File: src/rcb_params.svh
/*
 * Address map, reset values, version fields and estop constants
 * for the RCB register block. Include where a value is needed.
 */
`ifndef RCB_PARAMS_SVH
`define RCB_PARAMS_SVH

////////////////////////////////////////////////////////////
// Register address map
////////////////////////////////////////////////////////////
`define RCB_ADDR_VER              16'h0000
`define RCB_ADDR_REV_DATA         16'h0001
`define RCB_ADDR_BUTTONS          16'h0003
`define RCB_ADDR_WHEEL_OUT        16'h0008
`define RCB_ADDR_WHEEL_ELO        16'h0009
`define RCB_ADDR_WHEEL_IN         16'h000A
`define RCB_ADDR_WHEEL_ABRT       16'h000B
`define RCB_ADDR_BUTTONS_LED      16'h000D
`define RCB_ADDR_ESTOP_STATUS     16'h000E
`define RCB_ADDR_ESTOP_ACTIVATION 16'h000F
`define RCB_ADDR_ESTOP_DIAGNOSTIC 16'h0010
`define RCB_ADDR_ESTOP_OPEN       16'h0011
`define RCB_ADDR_DIAG_LEDS        16'h0012

////////////////////////////////////////////////////////////
// Version and revision date
////////////////////////////////////////////////////////////
`define RCB_FPGA_MAJOR_VER 8'h01
`define RCB_FPGA_REV       8'h00
`define RCB_REV_YEAR       8'h22
`define RCB_REV_MONTH      8'h10
`define RCB_REV_DAY        8'h19
`define RCB_REV_HOUR       8'h12

////////////////////////////////////////////////////////////
// Estop and reset constants
////////////////////////////////////////////////////////////
// Diagnostic register low half must hold this for diag_activation
`define RCB_ESTOP_DIAG_KEY     16'hABCD
// Activation pulse length in clk_100k periods
`define RCB_ESTOP_PULSE_TICKS  4'd10
`define RCB_DIAG_LED_RESET     8'hFF
`define RCB_ESTOP_STATUS_RESET 8'h11
`define RCB_UNMAPPED_READ      32'hFFFF_FFFF

`endif
File: src/rcb_pkg.sv
/*
 * Shared types of the RCB register block: word widths with a
 * meaning, the register select and the state machine encodings.
 */
package rcb_pkg;

	typedef logic [31:0] reg_word_t;
	typedef logic [15:0] reg_addr_t;
	// Home, reverse and forward switches plus DI byte
	typedef logic [19:0] wheel_drive_t;
	typedef logic [7:0]  led_byte_t;
	// Bit 1 is NC, bit 0 is NO
	typedef logic [1:0]  contact_pair_t;

	// One entry per mapped register
	typedef enum logic [3:0] {
		REG_VER,
		REG_REV_DATA,
		REG_BUTTONS,
		REG_WHEEL_OUT,
		REG_WHEEL_ELO,
		REG_WHEEL_IN,
		REG_WHEEL_ABRT,
		REG_BUTTONS_LED,
		REG_ESTOP_STATUS,
		REG_ESTOP_ACT,
		REG_ESTOP_DIAG,
		REG_ESTOP_OPEN,
		REG_DIAG_LEDS,
		REG_NONE
	} reg_sel_t;

	typedef enum logic [1:0] {
		STICKY_IDLE,
		STICKY_HELD,
		STICKY_FOLLOW
	} sticky_state_t;

	typedef enum logic {
		PULSE_IDLE,
		PULSE_ACTIVE
	} pulse_state_t;

endpackage

File: src/rcb_registers.sv
/*
 * Register block behind the SPI slave. Top level that ties decode,
 * input sync, sticky flags, control registers, pulse and read mux.
 */
module rcb_registers
	import rcb_pkg::*;
(
	input  logic       clk_100m,
	input  logic       rst_n_syn,
	input  logic       clk_100k,
	input  reg_addr_t  addr,
	input  reg_word_t  data_mosi,
	input  logic       data_mosi_rdy,
	input  logic       data_miso_rdy,
	output reg_word_t  data_miso,
	input  led_byte_t  fpga_buttons,
	input  logic [3:0] wheel_driver_do,
	input  logic       estop_btn1_nc,
	input  logic       estop_btn1_no,
	input  logic       estop_btn2_nc,
	input  logic       estop_btn2_no,
	output logic [3:0] wheel_home_sw,
	output logic [3:0] wheel_reverse_sw,
	output logic [3:0] wheel_forward_sw,
	output led_byte_t  wheel_driver_di,
	output logic       wheel_driver_elo,
	output logic       wheel_driver_rst,
	output logic       wheel_driver_abrt,
	output reg_word_t  fpga_buttons_led_reg,
	output logic       estop_activation,
	output logic       diag_activation,
	output logic       estop_open,
	output led_byte_t  diagnostic_led
);

	logic wr_wheel_out, wr_wheel_elo, wr_wheel_abrt, wr_buttons_led;
	logic wr_estop_act, wr_estop_diag, wr_estop_open, wr_diag_leds;
	logic status_read;
	reg_sel_t rd_sel;

	led_byte_t     buttons_sync;
	logic [3:0]    wheel_do_sync;
	contact_pair_t btn1_sync;
	contact_pair_t btn2_sync;
	logic btn1_no_flag, btn1_nc_flag, btn2_no_flag, btn2_nc_flag;

	reg_word_t wheel_out_reg, wheel_elo_reg, wheel_abrt_reg, buttons_led_reg;
	reg_word_t estop_act_reg, estop_diag_reg, estop_open_reg, diag_led_reg;
	logic      pulse_start_clear;

	rcb_addr_decode rcb_addr_decode_inst (.*);

	rcb_input_sync rcb_input_sync_inst (.*);

	////////////////////////////////////////////////////////////
	// Sticky flags, NO contacts rest high, NC contacts rest low
	////////////////////////////////////////////////////////////
	rcb_estop_sticky #(.NORMAL_LEVEL(1'b1)) sticky_btn1_no_inst (
		.clk_100m(clk_100m), .rst_n_syn(rst_n_syn), .contact(btn1_sync[0]),
		.status_read(status_read), .flag(btn1_no_flag));
	rcb_estop_sticky #(.NORMAL_LEVEL(1'b0)) sticky_btn1_nc_inst (
		.clk_100m(clk_100m), .rst_n_syn(rst_n_syn), .contact(btn1_sync[1]),
		.status_read(status_read), .flag(btn1_nc_flag));
	rcb_estop_sticky #(.NORMAL_LEVEL(1'b1)) sticky_btn2_no_inst (
		.clk_100m(clk_100m), .rst_n_syn(rst_n_syn), .contact(btn2_sync[0]),
		.status_read(status_read), .flag(btn2_no_flag));
	rcb_estop_sticky #(.NORMAL_LEVEL(1'b0)) sticky_btn2_nc_inst (
		.clk_100m(clk_100m), .rst_n_syn(rst_n_syn), .contact(btn2_sync[1]),
		.status_read(status_read), .flag(btn2_nc_flag));

	rcb_control_regs rcb_control_regs_inst (.*);

	rcb_estop_pulse rcb_estop_pulse_inst (
		.clk_100m(clk_100m),
		.rst_n_syn(rst_n_syn),
		.clk_100k(clk_100k),
		.act_bit(estop_act_reg[0]),
		.estop_activation(estop_activation),
		.pulse_start_clear(pulse_start_clear)
	);

	rcb_read_mux rcb_read_mux_inst (.*);

endmodule

File: src/rcb_read_mux.sv
/*
 * Read path of the RCB block. Builds the estop status word and
 * returns the word for the selected register, all ones if unmapped.
 */
`include "rcb_params.svh"

module rcb_read_mux
	import rcb_pkg::*;
(
	input  reg_sel_t      rd_sel,
	input  led_byte_t     buttons_sync,
	input  logic [3:0]    wheel_do_sync,
	input  contact_pair_t btn1_sync,
	input  contact_pair_t btn2_sync,
	input  logic          btn1_no_flag,
	input  logic          btn1_nc_flag,
	input  logic          btn2_no_flag,
	input  logic          btn2_nc_flag,
	input  reg_word_t     wheel_out_reg,
	input  reg_word_t     wheel_elo_reg,
	input  reg_word_t     wheel_abrt_reg,
	input  reg_word_t     buttons_led_reg,
	input  reg_word_t     estop_act_reg,
	input  reg_word_t     estop_diag_reg,
	input  reg_word_t     estop_open_reg,
	input  reg_word_t     diag_led_reg,
	output reg_word_t     data_miso
);

	reg_word_t status_word;

	// Per button: synced NO, synced NC, NO flag, NC flag
	assign status_word = {24'h0, btn2_nc_flag, btn2_no_flag, btn2_sync,
		btn1_nc_flag, btn1_no_flag, btn1_sync};

	always_comb
	begin
		case (rd_sel)
			REG_VER:          data_miso = {16'h0, `RCB_FPGA_MAJOR_VER, `RCB_FPGA_REV};
			REG_REV_DATA:     data_miso = {`RCB_REV_YEAR, `RCB_REV_MONTH,
				`RCB_REV_DAY, `RCB_REV_HOUR};
			REG_BUTTONS:      data_miso = {24'h0, buttons_sync};
			REG_WHEEL_OUT:    data_miso = wheel_out_reg;
			REG_WHEEL_ELO:    data_miso = wheel_elo_reg;
			REG_WHEEL_IN:     data_miso = {28'h0, wheel_do_sync};
			REG_WHEEL_ABRT:   data_miso = wheel_abrt_reg;
			REG_BUTTONS_LED:  data_miso = buttons_led_reg;
			REG_ESTOP_STATUS: data_miso = status_word;
			REG_ESTOP_ACT:    data_miso = estop_act_reg;
			REG_ESTOP_DIAG:   data_miso = estop_diag_reg;
			REG_ESTOP_OPEN:   data_miso = estop_open_reg;
			REG_DIAG_LEDS:    data_miso = diag_led_reg;
			default:          data_miso = `RCB_UNMAPPED_READ;
		endcase
	end

endmodule

File: src/rcb_estop_pulse.sv
/*
 * Timed low pulse on estop_activation. clk_100k is sampled as data
 * and its rising edges are counted to time the pulse.
 */
`include "rcb_params.svh"

module rcb_estop_pulse
	import rcb_pkg::*;
(
	input  logic clk_100m,
	input  logic rst_n_syn,
	input  logic clk_100k,
	input  logic act_bit,
	output logic estop_activation,
	output logic pulse_start_clear
);

	pulse_state_t state;
	logic         clk_100k_q;
	logic         tick;
	logic [3:0]   tick_cnt;

	// Reset high so a slow clock already high gives no false edge
	always_ff @(posedge clk_100m or negedge rst_n_syn)
	begin
		if (!rst_n_syn)
			clk_100k_q <= 1'b1;
		else
			clk_100k_q <= clk_100k;
	end

	assign tick = clk_100k && !clk_100k_q;

	always_ff @(posedge clk_100m or negedge rst_n_syn)
	begin
		if (!rst_n_syn)
		begin
			state            <= PULSE_IDLE;
			tick_cnt         <= '0;
			estop_activation <= 1'b1;
		end
		else
		begin
			case (state)
				PULSE_IDLE:
				begin
					tick_cnt <= '0;
					if (act_bit)
					begin
						estop_activation <= 1'b0;
						state            <= PULSE_ACTIVE;
					end
				end
				PULSE_ACTIVE:
				begin
					if (tick)
					begin
						if (tick_cnt == `RCB_ESTOP_PULSE_TICKS - 4'd1)
						begin
							estop_activation <= 1'b1;
							tick_cnt         <= '0;
							state            <= PULSE_IDLE;
						end
						else
							tick_cnt <= tick_cnt + 4'd1;
					end
				end
				default:
					state <= PULSE_IDLE;
			endcase
		end
	end

	// First tick of the pulse releases the activation bit
	assign pulse_start_clear = (state == PULSE_ACTIVE) && tick && (tick_cnt == 4'd0);

endmodule

File: src/rcb_control_regs.sv
/*
 * Writable registers of the RCB block. Writes are stored with their
 * field masks and the words are sliced onto the output pins.
 */
`include "rcb_params.svh"

module rcb_control_regs
	import rcb_pkg::*;
(
	input  logic       clk_100m,
	input  logic       rst_n_syn,
	input  reg_word_t  data_mosi,
	input  logic       wr_wheel_out,
	input  logic       wr_wheel_elo,
	input  logic       wr_wheel_abrt,
	input  logic       wr_buttons_led,
	input  logic       wr_estop_act,
	input  logic       wr_estop_diag,
	input  logic       wr_estop_open,
	input  logic       wr_diag_leds,
	input  logic       pulse_start_clear,
	output reg_word_t  wheel_out_reg,
	output reg_word_t  wheel_elo_reg,
	output reg_word_t  wheel_abrt_reg,
	output reg_word_t  buttons_led_reg,
	output reg_word_t  estop_act_reg,
	output reg_word_t  estop_diag_reg,
	output reg_word_t  estop_open_reg,
	output reg_word_t  diag_led_reg,
	output logic [3:0] wheel_home_sw,
	output logic [3:0] wheel_reverse_sw,
	output logic [3:0] wheel_forward_sw,
	output led_byte_t  wheel_driver_di,
	output logic       wheel_driver_elo,
	output logic       wheel_driver_rst,
	output logic       wheel_driver_abrt,
	output logic       estop_open,
	output logic       diag_activation,
	output led_byte_t  diagnostic_led,
	output reg_word_t  fpga_buttons_led_reg
);

	wheel_drive_t wheel_drive;

	always_ff @(posedge clk_100m or negedge rst_n_syn)
	begin
		if (!rst_n_syn)
		begin
			wheel_out_reg   <= '0;
			wheel_elo_reg   <= '0;
			wheel_abrt_reg  <= '0;
			buttons_led_reg <= '0;
			estop_act_reg   <= '0;
			estop_diag_reg  <= '0;
			estop_open_reg  <= '0;
			diag_led_reg    <= {24'h0, `RCB_DIAG_LED_RESET};
		end
		else
		begin
			if (wr_wheel_out)
				wheel_out_reg <= data_mosi & 32'h000F_FFFF;
			if (wr_wheel_elo)
				wheel_elo_reg <= data_mosi & 32'h0000_0001;
			if (wr_wheel_abrt)
				wheel_abrt_reg <= data_mosi & 32'h0000_0003;
			// Bits 15, 11, 7 and 3 have no LED behind them
			if (wr_buttons_led)
				buttons_led_reg <= data_mosi & 32'h0000_7777;
			// A write in the clear cycle takes priority
			if (wr_estop_act)
				estop_act_reg <= data_mosi & 32'h8000_0001;
			else if (pulse_start_clear)
				estop_act_reg[0] <= 1'b0;
			if (wr_estop_diag)
				estop_diag_reg <= data_mosi & 32'h0000_FFFF;
			if (wr_estop_open)
				estop_open_reg <= data_mosi & 32'h0000_0001;
			if (wr_diag_leds)
				diag_led_reg <= data_mosi & 32'h0000_00FF;
		end
	end

	////////////////////////////////////////////////////////////
	// Pin slices
	////////////////////////////////////////////////////////////
	assign wheel_drive       = wheel_out_reg[19:0];
	assign wheel_home_sw     = wheel_drive[19:16];
	assign wheel_reverse_sw  = wheel_drive[15:12];
	assign wheel_forward_sw  = wheel_drive[11:8];
	assign wheel_driver_di   = wheel_drive[7:0];
	assign wheel_driver_elo  = wheel_elo_reg[0];
	assign wheel_driver_rst  = wheel_abrt_reg[1];
	assign wheel_driver_abrt = wheel_abrt_reg[0];
	assign estop_open        = estop_open_reg[0];
	assign diagnostic_led    = diag_led_reg[7:0];
	assign fpga_buttons_led_reg = buttons_led_reg;

	// Diagnostic close needs bit 31 and the key together
	assign diag_activation = estop_act_reg[31] &&
		(estop_diag_reg[15:0] == `RCB_ESTOP_DIAG_KEY);

endmodule

File: src/rcb_estop_sticky.sv
/*
 * Sticky-until-read flag for one estop contact. Any departure from
 * the rest level is held until the status register has been read
 * and the contact is back at rest.
 */
module rcb_estop_sticky
	import rcb_pkg::*;
#(
	parameter bit NORMAL_LEVEL = 1'b1
)
(
	input  logic clk_100m,
	input  logic rst_n_syn,
	input  logic contact,
	input  logic status_read,
	output logic flag
);

	sticky_state_t state;

	always_ff @(posedge clk_100m or negedge rst_n_syn)
	begin
		if (!rst_n_syn)
			state <= STICKY_IDLE;
		else
		begin
			case (state)
				STICKY_IDLE:
				begin
					if (contact != NORMAL_LEVEL)
						state <= STICKY_HELD;
				end
				// Hold regardless of contact until the status read
				STICKY_HELD:
				begin
					if (status_read)
						state <= STICKY_FOLLOW;
				end
				STICKY_FOLLOW:
				begin
					if (contact == NORMAL_LEVEL)
						state <= STICKY_IDLE;
				end
				default:
					state <= STICKY_IDLE;
			endcase
		end
	end

	// Set in both held and follow states
	assign flag = (state != STICKY_IDLE);

endmodule

File: src/rcb_input_sync.sv
/*
 * Two-flop synchronizers for the push buttons, the wheel driver
 * feedback and the four estop contacts.
 */
`include "rcb_params.svh"

module rcb_input_sync
	import rcb_pkg::*;
(
	input  logic          clk_100m,
	input  logic          rst_n_syn,
	input  led_byte_t     fpga_buttons,
	input  logic [3:0]    wheel_driver_do,
	input  logic          estop_btn1_nc,
	input  logic          estop_btn1_no,
	input  logic          estop_btn2_nc,
	input  logic          estop_btn2_no,
	output led_byte_t     buttons_sync,
	output logic [3:0]    wheel_do_sync,
	output contact_pair_t btn1_sync,
	output contact_pair_t btn2_sync
);

	// Contacts at rest: NO closed (high), NC open (low)
	localparam logic [7:0] STATUS_RST = `RCB_ESTOP_STATUS_RESET;

	led_byte_t     buttons_meta;
	logic [3:0]    wheel_do_meta;
	contact_pair_t btn1_meta;
	contact_pair_t btn2_meta;

	always_ff @(posedge clk_100m or negedge rst_n_syn)
	begin
		if (!rst_n_syn)
		begin
			buttons_meta  <= '0;
			buttons_sync  <= '0;
			wheel_do_meta <= '0;
			wheel_do_sync <= '0;
			btn1_meta     <= STATUS_RST[1:0];
			btn1_sync     <= STATUS_RST[1:0];
			btn2_meta     <= STATUS_RST[5:4];
			btn2_sync     <= STATUS_RST[5:4];
		end
		else
		begin
			buttons_meta  <= fpga_buttons;
			buttons_sync  <= buttons_meta;
			wheel_do_meta <= wheel_driver_do;
			wheel_do_sync <= wheel_do_meta;
			btn1_meta     <= {estop_btn1_nc, estop_btn1_no};
			btn1_sync     <= btn1_meta;
			btn2_meta     <= {estop_btn2_nc, estop_btn2_no};
			btn2_sync     <= btn2_meta;
		end
	end

endmodule

File: src/rcb_addr_decode.sv
/*
 * Address decode for the SPI register block. Maps the address to a
 * register select once and qualifies the write and read strobes.
 */
`include "rcb_params.svh"

module rcb_addr_decode
	import rcb_pkg::*;
(
	input  reg_addr_t addr,
	input  logic      data_mosi_rdy,
	input  logic      data_miso_rdy,
	output logic      wr_wheel_out,
	output logic      wr_wheel_elo,
	output logic      wr_wheel_abrt,
	output logic      wr_buttons_led,
	output logic      wr_estop_act,
	output logic      wr_estop_diag,
	output logic      wr_estop_open,
	output logic      wr_diag_leds,
	output logic      status_read,
	output reg_sel_t  rd_sel
);

	always_comb
	begin
		case (addr)
			`RCB_ADDR_VER:              rd_sel = REG_VER;
			`RCB_ADDR_REV_DATA:         rd_sel = REG_REV_DATA;
			`RCB_ADDR_BUTTONS:          rd_sel = REG_BUTTONS;
			`RCB_ADDR_WHEEL_OUT:        rd_sel = REG_WHEEL_OUT;
			`RCB_ADDR_WHEEL_ELO:        rd_sel = REG_WHEEL_ELO;
			`RCB_ADDR_WHEEL_IN:         rd_sel = REG_WHEEL_IN;
			`RCB_ADDR_WHEEL_ABRT:       rd_sel = REG_WHEEL_ABRT;
			`RCB_ADDR_BUTTONS_LED:      rd_sel = REG_BUTTONS_LED;
			`RCB_ADDR_ESTOP_STATUS:     rd_sel = REG_ESTOP_STATUS;
			`RCB_ADDR_ESTOP_ACTIVATION: rd_sel = REG_ESTOP_ACT;
			`RCB_ADDR_ESTOP_DIAGNOSTIC: rd_sel = REG_ESTOP_DIAG;
			`RCB_ADDR_ESTOP_OPEN:       rd_sel = REG_ESTOP_OPEN;
			`RCB_ADDR_DIAG_LEDS:        rd_sel = REG_DIAG_LEDS;
			default:                    rd_sel = REG_NONE;
		endcase
	end

	// Write enables, one hot since rd_sel holds a single value
	assign wr_wheel_out   = data_mosi_rdy && (rd_sel == REG_WHEEL_OUT);
	assign wr_wheel_elo   = data_mosi_rdy && (rd_sel == REG_WHEEL_ELO);
	assign wr_wheel_abrt  = data_mosi_rdy && (rd_sel == REG_WHEEL_ABRT);
	assign wr_buttons_led = data_mosi_rdy && (rd_sel == REG_BUTTONS_LED);
	assign wr_estop_act   = data_mosi_rdy && (rd_sel == REG_ESTOP_ACT);
	assign wr_estop_diag  = data_mosi_rdy && (rd_sel == REG_ESTOP_DIAG);
	assign wr_estop_open  = data_mosi_rdy && (rd_sel == REG_ESTOP_OPEN);
	assign wr_diag_leds   = data_mosi_rdy && (rd_sel == REG_DIAG_LEDS);

	// Master has taken the status word, sticky flags may release
	assign status_read = data_miso_rdy && (rd_sel == REG_ESTOP_STATUS);

endmodule

File: config.mk
export PLATFORM = sky130hd
export DESIGN_NAME = rcb_registers
export DESIGN_NICKNAME = d
export VERILOG_FILES = /design/src/rcb_pkg.sv /design/src/rcb_registers.sv /design/src/rcb_read_mux.sv /design/src/rcb_estop_pulse.sv /design/src/rcb_control_regs.sv /design/src/rcb_estop_sticky.sv /design/src/rcb_input_sync.sv /design/src/rcb_addr_decode.sv
export VERILOG_INCLUDE_DIRS = /design/src
export SDC_FILE = /design/constraint.sdc
export NUM_CORES = 1
export LEC_CHECK = 0
export BUFFER_PORTS_ARGS = -buffer_cell sky130_fd_sc_hd__buf_4
export CORE_ASPECT_RATIO = 0.7
export CORE_UTILIZATION = 48
export DETAILED_ROUTE_END_ITERATION = 7
export GPL_TIMING_DRIVEN = 0
export MAX_ROUTING_LAYER = met4
export PLACE_DENSITY_LB_ADDON = 0.3
export SETUP_SLACK_MARGIN = 0.05
export SLEW_MARGIN = 20
export SYNTH_ARGS = -nofsm -noshare
export SYNTH_HDL_FRONTEND = slang
export SYNTH_HIERARCHICAL = 1
export SYNTH_SLANG_ARGS = --single-unit
File: constraint.sdc
create_clock -name clk_100m -period 5.71 [get_ports clk_100m]
set_input_delay 1.142 -clock clk_100m [delete_from_list [all_inputs] [get_ports clk_100m]]
set_output_delay 1.142 -clock clk_100m [all_outputs]
set_load 0.03 [all_outputs]
=== Word-level counts from Yosys, hierarchy flattened ===
Memories as Yosys holds them, arrays and structs flattened.
Cells that the tools add are included.

* Bits in latches: 0
* Memory bits (writable): 0
* Memories: 1
* Register bits after elaboration: 109
* Output and inout port bits: 98
* ROM bits: 128

{| class="wikitable"
|+ Memory list
! memory !! words !! bits a word !! read ports !! clocked after Yosys merged registers in !! wr ports !! line !! text
|-
| (no name shown) || 32 || 4 || 1 || 0 || 0 || rcb_addr_decode.sv:27 || <nowiki>case (addr)</nowiki>
|}

* Div/mod/pow operators: 0
* Multipliers: 0
* Shift-type cells: 0
* Eq/ne operators: 37
* Reductions and logical operators: 31
* Add/subtract/negate cells: 1
* Order comparisons: 0
* Muxes and demuxes: 28
* Bitwise gates (word level): 1

{| class="wikitable"
|+ Operators with widths
! operator !! count
|-
| 32-bit one-hot mux with 13 select lines || 1
|-
| 2-bit inequality test (second input constant) || 15
|-
| 4-bit == test (second input constant) || 6
|-
| 2-bit one-hot mux with 3 select lines || 4
|-
| 2-bit 2-to-1 mux || 9
|-
| 16-bit == test (second input constant) || 1
|-
| 4-bit by 3-bit == test with 1-bit output (second input constant) || 4
|-
| 3-bit AND reduction || 5
|-
| 1-bit logical AND || 13
|-
| 4-bit 2-to-1 mux || 3
|-
| 11-bit logical NOT || 1
|-
| 2-bit nonzero test || 5
|-
| 2-bit by 1-bit == test with 1-bit output (second input constant) || 4
|-
| 2-bit == test (second input constant) || 4
|-
| 4-bit by 2-bit == test with 1-bit output (second input constant) || 2
|-
| 2-bit logical NOT || 4
|-
| 4-bit logical NOT || 2
|-
| 1-bit 2-to-1 mux || 8
|-
| 4-bit one-hot mux with 2 select lines || 1
|-
| 4-bit by 1-bit adder with 4-bit output (second input constant) || 1
|-
| 4-bit by 1-bit == test with 1-bit output (second input constant) || 1
|-
| 1-bit one-hot mux with 2 select lines || 2
|-
| 1-bit logical NOT || 1
|-
| 1-bit NOT || 1
|}

=== Depth between registers and ports, before layout ===
* Depth after elaboration: 6
* Depth in mapped cells: 14
* Gate-level depth less buffers: 10

=== Modules after synthesis ===
The synthesis kept the hierarchy.

{| class="wikitable"
|+ Modules (own cells, without submodules)
! module !! cells each !! area an instance (µm²) !! times used !! sequential area each (µm²)
|-
| rcb_control_regs || 396 || 4291.6 || 1 || 1561.5
|-
| rcb_read_mux || 402 || 2847.7 || 1 || 0.0
|-
| rcb_input_sync || 32 || 805.8 || 1 || 805.8
|-
| rcb_addr_decode || 63 || 500.5 || 1 || 0.0
|-
| rcb_estop_pulse || 40 || 377.9 || 1 || 177.7
|-
| rcb_estop_sticky at sticky_btn1_no_inst ... || 8 || 88.8 || 2 || 50.0
|-
| rcb_estop_sticky at sticky_btn1_nc_inst ... || 8 || 83.8 || 2 || 50.0
|}

=== Worst setup path after synthesis ===
OpenSTA, ideal clock, no wires.

* Path kind: in2out
* Start: input port addr[1]
* End: output port data_miso[0]
* Setup slack: 1185 ps
* Data arrival time: 3383 ps
* Stages: 12
* Required time: 4568 ps
* Cell sequence: inv_1 > ha_1 > nand2_1 > o21ai_0 > o311a_4 > nor2b_1 > buf_4 > buf_6 > buf_2 > buf_2 > a21oi_1 > o22ai_1

* Cells in the longest elaborated chain, start to end: 4

{| class="wikitable"
|+ Ends and longest elaborated chain
! what !! line !! text
|-
| from (decl) || rcb_registers.sv:11 || <nowiki>input reg_addr_t addr,</nowiki>
|-
| memory 32 x 4 bit (*) || n/a ||
|-
| 4-bit 2-to-1 mux (*) || rcb_addr_decode.sv:27 ||
|-
| net rd_sel[1] || rcb_registers.sv:39 || <nowiki>reg_sel_t rd_sel;</nowiki>
|-
| 4-bit == test, or another cell as far along || rcb_read_mux.sv:38 || <nowiki>case (rd_sel)</nowiki>
|-
| 32-bit one-hot mux with 13 select lines (*) || rcb_read_mux.sv:38 ||
|-
| to (decl) || rcb_registers.sv:15 || <nowiki>output reg_word_t data_miso,</nowiki>
|}

Mark *: on every way through the listed nets, which the timed path passes. The rest lies on a longest branch.

=== Final worst setup path ===
* Start: input port addr[1]
* End: output port data_miso[14]

The elaborated chain is that of the path after synthesis.

==> flow_summary.ini <==
[final_layout]
num_antenna_cells = 0
area_delta_synth_final_pct = 26.15
nFillCells = 1565
final_cell_mix = buf_4, conb_1, dfrtp_1, mux2_2, a21oi_1
largest_register_ffs = 20
final_layout_size_suffix_gt1_share_pct = 43.57
layout.cells.most_common = buf_4
nNetsFinal = 1402

[clocking]
clkTransAtPathRegs_ps = 80
clock-root-buffer = clkbuf_16
post_cts_resized = 0
cts_sinks = 109
cts_max_level = 3
hold_buffers = 0
clockBufferDepth = 2
cts_tree = built
cts_made_buffers = 9
cts_setup_buffers = 0
clkLatencyLatePin_ps = 350

[sta]
period_minus_slack_ps = 5417
hold-worst-slack_ps = 345.7
fin_crit_sh_pct = 94.86
fin_worst_skew_ps = 10.45
slew-limit-headroom_pct = 35.41
max_freq_mhz = 184.6
setup_viol = 0
rsz0062_at_grt = false
hold_violations = 0
maxSlewViolCount = 0
tightest_slew_ps = 968.8
setup_tns_ps = 0

[grt]
antenna_found_initial = 0
grt_max_degree = 110
grt_usage_pct = 30.89
grt_pass1_wl_um = 44280
globalRouteOverflowTotal = 0
grt_pass1_vias = 7429

[pwr]
leakage_nw = 5.915
switching_share_pct = 26.58
switchingPower_w = 0.0004526
p_comb_share_pct = 16.2
p_int_w = 0.001250
p_seq_share_pct = 47.8
power_density_mw_per_mm2 = 147.2
clock_power_share_pct = 36.0
irDropWorstVdd_v = 0.0001979

[critical_path]
cp.arrival_ps = 4270
end_kind = primary output
max_stage_delay_ps = 600
worst_path_max_delay_cell = clkbuf_1
critPathLaunchType = primary input
cp.required_ps = 4570
cp_common_cell = buf_4
path_buf_inv = 6
critPathKind = in -> out
critical-path-top-delay-family = buffers and inverters
critPathMaxFanout = 10
crit_chain = buf_4 > inv_1 > ha_1 > nand2_1 > o21ai_0 > o311a_4 > nor2b_1 > buf_4 > buf_2 > clkbuf_1 > o21ai_0 > a21oi_1 > nand4b_1 > buf_4

[yosys]
syn_inst = 965
synth.distinct_cells = 83
synth.top_cell.area_share_pct = 25.93
postSynthAreaPerCell_um2 = 9.501
synth_top_cell_by_area = dfrtp_1
synthArstFlopShare_pct = 100.0
synth_edf_count = 0
ys_ff_latch = 109
yosysWarnings = 6
yosys_most_used_dff = dfrtp_1
syn_area_mm2 = 0.009169
synthTopCellsByArea = dfrtp_1, buf_4, mux2_2
yosysSeqAreaShare_pct = 29.94

[floorplanning]
ioPinCount = 167
initial_core_util_pct = 49.93
num_rows = 41
dieArea_mm2 = 0.01967
die_y_um = 117.6
die_x_um = 167.2
coreArea_mm2 = 0.01837

[routing]
drt-total-wl_um = 29660
avgRoutedWirePerCell_um = 18.95
vias = 7975
drt-initial-drc-count = 869
drcViolationCount = 0
ant_nets = 0
firstDrtPassIters = 5
vias_per_cell = 5.096

[run]
maxCapViolations = 0

[hold_path]
hold_class = reg -> reg

[outcome]
outcome = finished, final reports clean

[place]
place_hpwl_um = 22090
port_buffers = 135
gp_congestion = 0.9845
-- stage by stage --
stage               util, %  power, W  std cells  setup slack [ps]  instance area (µm²)
CTS                   62.98  0.001703       1565             351.9                11570
global route          62.98  0.001776       1565             121.2                11570
detailed placement    61.43  0.001095       1549             417.6                11280
global placement      61.40  0.001087       1549             425.6                11280
finish                62.98  0.001703       1565             293.2                11570
floorplan                 -  0.001019       1178              1185                 9968
-- layout make-up --
class	instances	area (µm²)	area share, %
flip-flops and latches	109	2745	23.73
clock buffers	9	225.2	1.947
plain buffers	318	2341	20.24
clock inverters	7	60.06	0.5193
well taps	236	295.3	2.553
repair buffers	135	1017	8.795
multi-input cells	736	4826	41.72
inverters	15	56.30	0.4868
-- worst register-to-register path: cells and delay by family, from the launching register on --
family | cells | cell delay [ps]
DFF | 1 | 380
AOI/OAI and AO/OA | 1 | 220
and+or+nand+nor | 4 | 660
-- logic make-up after synthesis --
kind of cell,Yosys count,synth area share (%)
DFF,109,29.94
other,1,0.04090
adders and majority gates,9,1.228
AOI/OAI and AO/OA,240,19.16
and+or+nand+nor,182,12.51
muxes,91,10.97
buffers and inverters,333,26.15
-- routing by layer --
layer | track usage [%] | share of wire (%) | vias up
met1 | 44.16 | 46 | 3765
met2 | 44.46 | 42 | 413
met4 | 5.390 | 1.2 | 0
met5 | - | 0 | -
li1 | - | - | 3759
met3 | 7.532 | 10 | 38
-- power groups by stage --
stage | sequential, W | clock [W] | combinational [W]
after detailed placement | 0.000828 | 0 | 0.000267
after global placement | 0.000826 | 0 | 0.000261
after global routing | 0.000816 | 0.000656 | 0.000303
final | 0.000813 | 0.000613 | 0.000276
after CTS | 0.000813 | 0.000623 | 0.000267
after floorplan | 0.000821 | 0 | 0.000198
-- cells in the mapped netlist, types with 4 or more instances --
| library cell | instances |
|---|---|
| a2111o_1 | 4 |
| a211o_1 | 8 |
| a211oi_1 | 7 |
| a21o_1 | 4 |
| a21oi_1 | 40 |
| a221oi_1 | 10 |
| a222oi_1 | 5 |
| a22o_1 | 14 |
| a22oi_1 | 29 |
| a31oi_1 | 6 |
| a32o_1 | 5 |
| a32oi_1 | 14 |
| and3_1 | 4 |
| buf_2 | 29 |
| buf_4 | 264 |
| buf_6 | 16 |
| clkbuf_1 | 9 |
| dfrtp_1 | 95 |
| dfstp_2 | 14 |
| ha_1 | 9 |
| inv_1 | 13 |
| mux2_1 | 8 |
| mux2_2 | 68 |
| mux2i_1 | 15 |
| nand2_1 | 36 |
| nand2b_1 | 9 |
| nand3_1 | 25 |
| nand3b_1 | 8 |
| nor2_1 | 23 |
| nor2b_1 | 17 |
| nor3_1 | 7 |
| nor4_1 | 4 |
| nor4_2 | 4 |
| o211ai_1 | 10 |
| o21ai_0 | 31 |
| o21ai_1 | 9 |
| o221ai_1 | 8 |
| o22ai_1 | 5 |
| o2bb2ai_1 | 4 |
| o311ai_1 | 5 |
| or2_1 | 5 |
-- path summary, 6_finish.rpt --
path | cells past startpoint | slack (ps) | start | to
setup / recovery | 14 | 290 | addr[1] | data_miso[14]
hold / removal | 0 | 350 | rcb_input_sync_inst/btn1_meta[0]$_DFF_PN1_ | rcb_input_sync_inst/btn1_sync[0]$_DFF_PN1_
setup reg to reg | 5 | 4350 | rcb_estop_pulse_inst/clk_100k_q$_DFF_PN1_ | rcb_control_regs_inst/estop_act_reg[0]$_DFFE_PN0P_
hold reg to reg | 0 | 350 | rcb_input_sync_inst/btn1_meta[0]$_DFF_PN1_ | rcb_input_sync_inst/btn1_sync[0]$_DFF_PN1_
max in group asynchronous | 1 | 4150 | rst_n_syn | rcb_control_regs_inst/wheel_out_reg[6]$_DFFE_PN0P_
min in group asynchronous | 1 | 890 | rst_n_syn | rcb_input_sync_inst/buttons_meta[3]$_DFF_PN0_
No activity file was read; power rests on OpenSTA's default activity.
